### config.mk
export PLATFORM = sky130hd
export DESIGN_NAME = board_updater
export DESIGN_NICKNAME = d
export VERILOG_FILES = /design/src/board_pkg.sv /design/src/piece_pkg.sv /design/src/board_updater.sv /design/src/move_classifier.sv /design/src/piece_encoder.sv /design/src/square_writer.sv
export SDC_FILE = /design/constraint.sdc
export NUM_CORES = 1
export LEC_CHECK = 0
export ABC_AREA = 1
export BUFFER_PORTS_ARGS = -buffer_cell sky130_fd_sc_hd__buf_2
export CAP_MARGIN = 0
export CORE_MARGIN = 4
export CORE_UTILIZATION = 25
export DETAILED_ROUTE_END_ITERATION = 6
export PLACE_DENSITY_LB_ADDON = 0.15
export SLEW_MARGIN = 20
export SYNTH_ARGS = -nofsm -noshare
export SYNTH_HDL_FRONTEND = slang
export SYNTH_SLANG_ARGS = --single-unit
export TNS_END_PERCENT = 10
### constraint.sdc
create_clock -name clk -period 1.5 [get_ports clk]
set_input_delay 0.3 -clock clk [delete_from_list [all_inputs] [get_ports clk]]
set_output_delay 0.3 -clock clk [all_outputs]
set_load 0.01 [all_outputs]
### src/board_pkg.sv
package board_pkg;

	localparam int NUM_SQUARES = 64;
	localparam int RANK_LEN = 8; // Squares per rank

	// Bit 0 of a position is the first square of the bottom rank,
	// so the top rank is the last RANK_LEN bits

	typedef enum logic [2:0] {
		MOVE_NONE    = 3'd0, // Rejected or idle
		MOVE_QUIET   = 3'd1,
		MOVE_CAPTURE = 3'd2,
		UNDO_QUIET   = 3'd3,
		UNDO_CAPTURE = 3'd4
	} move_kind_e;

endpackage

### src/piece_pkg.sv
package piece_pkg;

	localparam int KIND_W = 6; // One-hot kind inputs
	localparam int CODE_W = 6; // Color bit plus kind code
	localparam int KIND_CODE_W = CODE_W - 1;

	// One-hot piece kind as presented on the move inputs
	typedef enum logic [KIND_W-1:0] {
		KIND_PAWN   = 6'b000001,
		KIND_ROOK   = 6'b000010,
		KIND_KNIGHT = 6'b000100,
		KIND_BISHOP = 6'b001000,
		KIND_QUEEN  = 6'b010000,
		KIND_KING   = 6'b100000
	} piece_kind_e;

	// Kind field of a square code
	typedef enum logic [KIND_CODE_W-1:0] {
		CODE_KNIGHT = 5'b00001,
		CODE_PAWN   = 5'b00010,
		CODE_KING   = 5'b00100,
		CODE_BISHOP = 5'b01000,
		CODE_ROOK   = 5'b10000,
		CODE_QUEEN  = 5'b11000
	} kind_code_e;

	localparam logic [CODE_W-1:0] EMPTY_CODE = '0;

	// Color bit sits above the kind code
	localparam logic COLOR_WHITE = 1'b1;
	localparam logic COLOR_BLACK = 1'b0;

endpackage

### src/board_updater.sv
module board_updater #(
	parameter int NUM_SQUARES = board_pkg::NUM_SQUARES,
	parameter int RANK_LEN    = board_pkg::RANK_LEN
) (
	input  logic                                           clk,
	input  logic                                           arst_n,
	input  logic                                           enable,
	input  logic                                           color_type, // 1 white, 0 black
	input  logic                                           undo,
	input  logic [NUM_SQUARES-1:0]                         initial_position,
	input  logic [NUM_SQUARES-1:0]                         moved_position,
	input  logic [piece_pkg::KIND_W-1:0]                   moving_piece,
	input  logic [piece_pkg::KIND_W-1:0]                   captured_piece,
	output logic [NUM_SQUARES-1:0]                         square_en,
	output logic [NUM_SQUARES-1:0][piece_pkg::CODE_W-1:0] square_code
);

	logic                         s1_valid;
	logic [NUM_SQUARES-1:0]       s1_origin;
	logic [NUM_SQUARES-1:0]       s1_dest;
	logic [piece_pkg::CODE_W-1:0] s1_origin_code;
	logic [piece_pkg::CODE_W-1:0] s1_dest_code;

	move_classifier #(
		.NUM_SQUARES (NUM_SQUARES),
		.RANK_LEN    (RANK_LEN)
	) u_classifier (
		.clk              (clk),
		.arst_n           (arst_n),
		.enable           (enable),
		.color_type       (color_type),
		.undo             (undo),
		.initial_position (initial_position),
		.moved_position   (moved_position),
		.moving_piece     (moving_piece),
		.captured_piece   (captured_piece),
		.s1_valid         (s1_valid),
		.s1_origin        (s1_origin),
		.s1_dest          (s1_dest),
		.s1_origin_code   (s1_origin_code),
		.s1_dest_code     (s1_dest_code)
	);

	square_writer #(
		.NUM_SQUARES (NUM_SQUARES)
	) u_writer (
		.clk            (clk),
		.arst_n         (arst_n),
		.s1_valid       (s1_valid),
		.s1_origin      (s1_origin),
		.s1_dest        (s1_dest),
		.s1_origin_code (s1_origin_code),
		.s1_dest_code   (s1_dest_code),
		.square_en      (square_en),
		.square_code    (square_code)
	);

endmodule

### src/move_classifier.sv
module move_classifier #(
	parameter int NUM_SQUARES = board_pkg::NUM_SQUARES,
	parameter int RANK_LEN    = board_pkg::RANK_LEN
) (
	input  logic                         clk,
	input  logic                         arst_n,
	input  logic                         enable,
	input  logic                         color_type,
	input  logic                         undo,
	input  logic [NUM_SQUARES-1:0]       initial_position,
	input  logic [NUM_SQUARES-1:0]       moved_position,
	input  logic [piece_pkg::KIND_W-1:0] moving_piece,
	input  logic [piece_pkg::KIND_W-1:0] captured_piece,
	output logic                         s1_valid,
	output logic [NUM_SQUARES-1:0]       s1_origin,
	output logic [NUM_SQUARES-1:0]       s1_dest,
	output logic [piece_pkg::CODE_W-1:0] s1_origin_code,
	output logic [piece_pkg::CODE_W-1:0] s1_dest_code
);

	logic [piece_pkg::CODE_W-1:0] mover_code;
	logic [piece_pkg::CODE_W-1:0] captured_code;
	logic [piece_pkg::CODE_W-1:0] queen_code;
	logic [piece_pkg::CODE_W-1:0] origin_code;
	logic [piece_pkg::CODE_W-1:0] dest_code;
	logic                         mover_valid;
	logic                         captured_valid;
	logic                         move_ok;
	logic                         far_rank;
	logic                         promote;
	board_pkg::move_kind_e        move_kind;

	piece_encoder u_mover_enc (
		.kind  (moving_piece),
		.color (color_type),
		.code  (mover_code),
		.valid (mover_valid)
	);

	piece_encoder u_captured_enc (
		.kind  (captured_piece),
		.color (~color_type), // Captured piece is the other side
		.code  (captured_code),
		.valid (captured_valid)
	);

	assign move_ok = enable && $onehot(initial_position) && $onehot(moved_position) &&
		(initial_position != moved_position) && mover_valid && (|moving_piece) &&
		captured_valid;

	always_comb begin
		if (!move_ok)
			move_kind = board_pkg::MOVE_NONE;
		else if (undo)
			move_kind = (|captured_piece) ? board_pkg::UNDO_CAPTURE : board_pkg::UNDO_QUIET;
		else
			move_kind = (|captured_piece) ? board_pkg::MOVE_CAPTURE : board_pkg::MOVE_QUIET;
	end

	// Far rank depends on the side to move
	always_comb begin
		far_rank = 1'b0;
		case (color_type)
			piece_pkg::COLOR_WHITE: far_rank = |moved_position[NUM_SQUARES-1 -: RANK_LEN];
			piece_pkg::COLOR_BLACK: far_rank = |moved_position[RANK_LEN-1:0];
		endcase
	end

	assign promote = (moving_piece == piece_pkg::KIND_PAWN) && far_rank &&
		(move_kind == board_pkg::MOVE_QUIET || move_kind == board_pkg::MOVE_CAPTURE);
	assign queen_code = {color_type, piece_pkg::CODE_QUEEN};

	always_comb begin
		origin_code = piece_pkg::EMPTY_CODE;
		dest_code   = piece_pkg::EMPTY_CODE;
		case (move_kind)
			board_pkg::MOVE_QUIET, board_pkg::MOVE_CAPTURE:
				dest_code = promote ? queen_code : mover_code;
			board_pkg::UNDO_QUIET:
				origin_code = mover_code;
			board_pkg::UNDO_CAPTURE: begin
				origin_code = mover_code;
				dest_code   = captured_code; // Put the taken piece back
			end
			default: ;
		endcase
	end

	always_ff @(posedge clk or negedge arst_n) begin
		if (!arst_n)
			s1_valid <= 1'b0;
		else
			s1_valid <= (move_kind != board_pkg::MOVE_NONE);
	end

	always_ff @(posedge clk) begin
		s1_origin      <= initial_position;
		s1_dest        <= moved_position;
		s1_origin_code <= origin_code;
		s1_dest_code   <= dest_code;
	end

endmodule

### src/piece_encoder.sv
module piece_encoder (
	input  logic [piece_pkg::KIND_W-1:0] kind,
	input  logic                         color,
	output logic [piece_pkg::CODE_W-1:0] code,
	output logic                         valid
);

	always_comb begin
		valid = 1'b1;
		case (kind)
			piece_pkg::KIND_PAWN:
				code = {color, piece_pkg::CODE_PAWN};
			piece_pkg::KIND_ROOK:
				code = {color, piece_pkg::CODE_ROOK};
			piece_pkg::KIND_KNIGHT:
				code = {color, piece_pkg::CODE_KNIGHT};
			piece_pkg::KIND_BISHOP:
				code = {color, piece_pkg::CODE_BISHOP};
			piece_pkg::KIND_QUEEN:
				code = {color, piece_pkg::CODE_QUEEN};
			piece_pkg::KIND_KING:
				code = {color, piece_pkg::CODE_KING};
			'0:
				code = piece_pkg::EMPTY_CODE; // No piece
			default: begin
				code  = piece_pkg::EMPTY_CODE; // Multi-hot kind
				valid = 1'b0;
			end
		endcase
	end

endmodule

### src/square_writer.sv
module square_writer #(
	parameter int NUM_SQUARES = board_pkg::NUM_SQUARES
) (
	input  logic                                           clk,
	input  logic                                           arst_n,
	input  logic                                           s1_valid,
	input  logic [NUM_SQUARES-1:0]                         s1_origin,
	input  logic [NUM_SQUARES-1:0]                         s1_dest,
	input  logic [piece_pkg::CODE_W-1:0]                   s1_origin_code,
	input  logic [piece_pkg::CODE_W-1:0]                   s1_dest_code,
	output logic [NUM_SQUARES-1:0]                         square_en,
	output logic [NUM_SQUARES-1:0][piece_pkg::CODE_W-1:0] square_code
);

	logic [NUM_SQUARES-1:0]                         next_en;
	logic [NUM_SQUARES-1:0][piece_pkg::CODE_W-1:0] next_code;

	// Payload from stage 1 is only trusted with s1_valid
	assign next_en = s1_valid ? (s1_origin | s1_dest) : '0;

	for (genvar i = 0; i < NUM_SQUARES; i++) begin : g_square
		always_comb begin
			if (s1_valid && s1_origin[i])
				next_code[i] = s1_origin_code;
			else if (s1_valid && s1_dest[i])
				next_code[i] = s1_dest_code;
			else
				next_code[i] = piece_pkg::EMPTY_CODE; // Untouched square
		end
	end

	always_ff @(posedge clk or negedge arst_n) begin
		if (!arst_n) begin
			square_en   <= '0;
			square_code <= '0;
		end else begin
			square_en   <= next_en;
			square_code <= next_code;
		end
	end

endmodule

==> flow_summary.ini <==
[synth]
yosysMostFrequentCell = dfrtp_1
yosysSeqAreaShare = 0.544
synth_seq_cells = 589
syn-cell-area_mm2 = 0.0258
synthCells = 2663
avgSynthCellArea_um2 = 9.69
ys_types = 29
synth_flop_cell = dfrtp_1
synth_area_leader_cell = dfrtp_1
synthArstFlopShare = 0.762
synth_edf_count = 0
yosys-top-cells-count = dfrtp_1 (449), inv_1 (440), nand2_1 (394)
synth_top_area_frac = 0.436
yosysWarnings = 0
syn-num-nets = 3023
synthTopCellsByArea = dfrtp_1 (44%), dfxtp_1 (11%), fa_1 (9.3%)

[clock_tree]
cts-root-buf = clkbuf_16
cts_max_path_buffers = 3
clkSinkCount = 589
worstSkewPairLatency_ns = 0.63
tritoncts = yes
cts.htree.levels = 3
clk_pin_slew_worst_paths_ns = 0.06
cts-buffers-inserted = 70

[flow_run]
drv_cap = 0

[critical_path]
crit_path_max_fanout = 6
cp_slowest_cell = fa_2
start_kind = primary input
path_class = primary input to flop
critPathRequiredTime_ns = 2.07
worstPathArrival_ns = 6.22
endpoint_kind = flop
crit_top_cell = inv_2
max_stage_delay_ns = 0.64

[drt]
vias = 21900
ant_nets = 0
routed_wl_um = 107000
drt_iter0_drc = 1521
first_pass_iters = 5
drcViolationCount = 0
viasPerCell = 4.38
wire_per_inst_um = 21.3

[sta]
rsz0062_at_grt = yes
worstMarginPinSlew_ns = 0.606
drv_slew = 0
hold_violations = 0
timing.final.crit_share = 3.77
slew_headroom = 0.596
finalSetupViolCount = 15
finalClockSkew_ns = 0.0268
fmax_mhz = 177
fin_ws_ns = -4.15
fin_crit_ns = 5.65

[power_and_ir_drop]
p_sw_frac = 0.342
combPwrFrac = 0.377
seq_power_share = 0.300
power.net_switching_mw = 18.3
finalPower_mw = 53.5
leakagePower_nw = 19.6
p_per_area_mw_per_mm2 = 1470
clockPowerShare = 0.323
vdd.ir_drop.worst_mv = 2.39
intPower_mw = 35.2

[global_routing]
grtUsageTotal = 0.194
antenna_found_initial = 40
grt_max_degree = 48
gr-total-overflow = 0
grt_pass1_vias = 22700
grt_pass1_wl_um = 153000

[layout]
drive_gt1_frac = 0.284
area_delta_synth_final_pct = 40.8
fin_util = 0.356
fin_nets = 3929

[placement]
place.gp.congestion = 0.791
io_buffer_count = 592
place_ws_ns = -4.97
detailed_place_hpwl_um = 79400

[die]
die_area_mm2 = 0.108
ios = 593
core-area_mm2 = 0.102
die_h_um = 329
die_w_um = 329
start_util = 0.252
row_count = 117

[run_status]
violations = negative setup slack
status = complete, but fails checks

[worst_hold_path]
hp-class = primary input to flop
-- critical path: cells and delay by family --
family | cells | cell delay, ns
buffers and inverters | 9 | 0.50
and+or+nand+nor | 9 | 1.04
adders and majority gates | 10 | 4.37
-- layout make-up --
class / count / area [µm²]
inverter: 455 / 1720
antenna: 13 / 32.5
timing repair buffer: 926 / 6490
sequential: 589 / 14100
multi-input combinational: 1527 / 9970
clock buffer: 107 / 2110
fill: 10600 / 65900
clock inverter: 21 / 225
tap: 1368 / 1710
-- kinds of logic after synthesis --
group,Yosys count,share of synthesized area
DFF,589,0.544
muxes,1,0.000436
buffers and inverters,547,0.0798
xor gates and xnor gates,10,0.00339
and+or+nand+nor,912,0.157
adders and majority gates,215,0.139
AOI/OAI and AO/OA,389,0.0756
-- stage by stage --
step                cell area (µm²)  setup TNS, ns  hold slack [ns]  std cells
floorplan                     25900         -54.93          0.00441       2663
global placement              32300         -63.80            0.332       4734
detailed placement            32300         -64.09            0.327       4734
CTS                           36200         -56.01           0.0126       4993
global route                  36300         -57.59           0.0262       4997
finish                        36300         -53.44           0.0722       5006
-- what timing repair did --
action / 4_1_cts / 5_1_grt
setup endpoints to repair: 155 / 143
hold buffers: 129 / 0
pin swaps: 54 / 10
resized for setup: 71 / 24
endpoints found under the hold margin: 148 / 0
setup buffers: 2 / 0
-- placed cells by master, fill, tap and decap left out, types with 4 or more instances in the layout --
cell,netlist,layout
buf_12,0,40
buf_2,5,555
buf_4,0,175
buf_6,0,23
clkbuf_1,61,18
clkbuf_16,0,73
clkbuf_8,0,16
clkinv_2,0,15
dfrtp_1,449,448
dfxtp_1,140,134
dfxtp_4,0,6
diode_2,0,13
dlygate4sd3_1,0,129
fa_1,120,100
fa_2,0,20
ha_1,95,78
ha_4,0,15
inv_1,440,410
inv_2,9,39
nand2_1,394,394
nand2_2,4,4
nand3_1,388,388
nand3_2,7,7
nor2_1,96,92
nor2_2,4,8
nor2_4,5,5
o21ai_0,384,383
o21ai_1,4,5
xor2_1,10,10
-- sequential cells by signal, indices dropped and copies added (netlist names) --
register,flops
u_writer.square_en,64
u_classifier.s1_valid,1
u_classifier.s1_origin_code,6
u_classifier.s1_origin,64
u_classifier.s1_dest_code,6
u_classifier.s1_dest,64
u_writer.square_code,384
-- routing by layer --
| metal | vias to the layer above | global-route usage | part of all wire |
|---|---|---|---|
| met1 | 10700 | 0.255 | 0.43 |
| met4 | 28 | 0.0470 | 0.021 |
| met5 | - | 0 | 0.0016 |
| met2 | 750 | 0.323 | 0.48 |
| li1 | 10300 | - | - |
| met3 | 182 | 0.0451 | 0.070 |
-- final timing paths --
| path | from | to | slack, ns | cells past startpoint |
|---|---|---|---|---|
| min in group asynchronous | arst_n | u_writer.square_code[164] | 0.29 | 2 |
| worst max-delay path | initial_position[2] | u_classifier.s1_dest_code[1] | -4.15 | 28 |
| worst max register to register | u_classifier.s1_valid | u_writer.square_code[169] | 0.04 | 5 |
| max in group asynchronous | arst_n | u_writer.square_en[20] | 0.57 | 3 |
| worst min register to register | u_classifier.s1_dest[46] | u_writer.square_en[46] | 0.44 | 2 |
| worst min-delay path | initial_position[0] | u_classifier.s1_origin[0] | 0.07 | 2 |
-- power groups by stage --
| stage | combinational, mW | sequential, mW | clock (mW) |
|---|---|---|---|
| after floorplan | 14.4 | 16.4 | 0 |
| after global placement | 19.4 | 16.4 | 0 |
| after detailed placement | 19.8 | 16.4 | 0 |
| after CTS | 20.6 | 16.1 | 17.8 |
| after global routing | 22.7 | 16.1 | 18.5 |
| final | 20.2 | 16.1 | 17.3 |
Note: power is estimated with default switching activity, not from simulation.
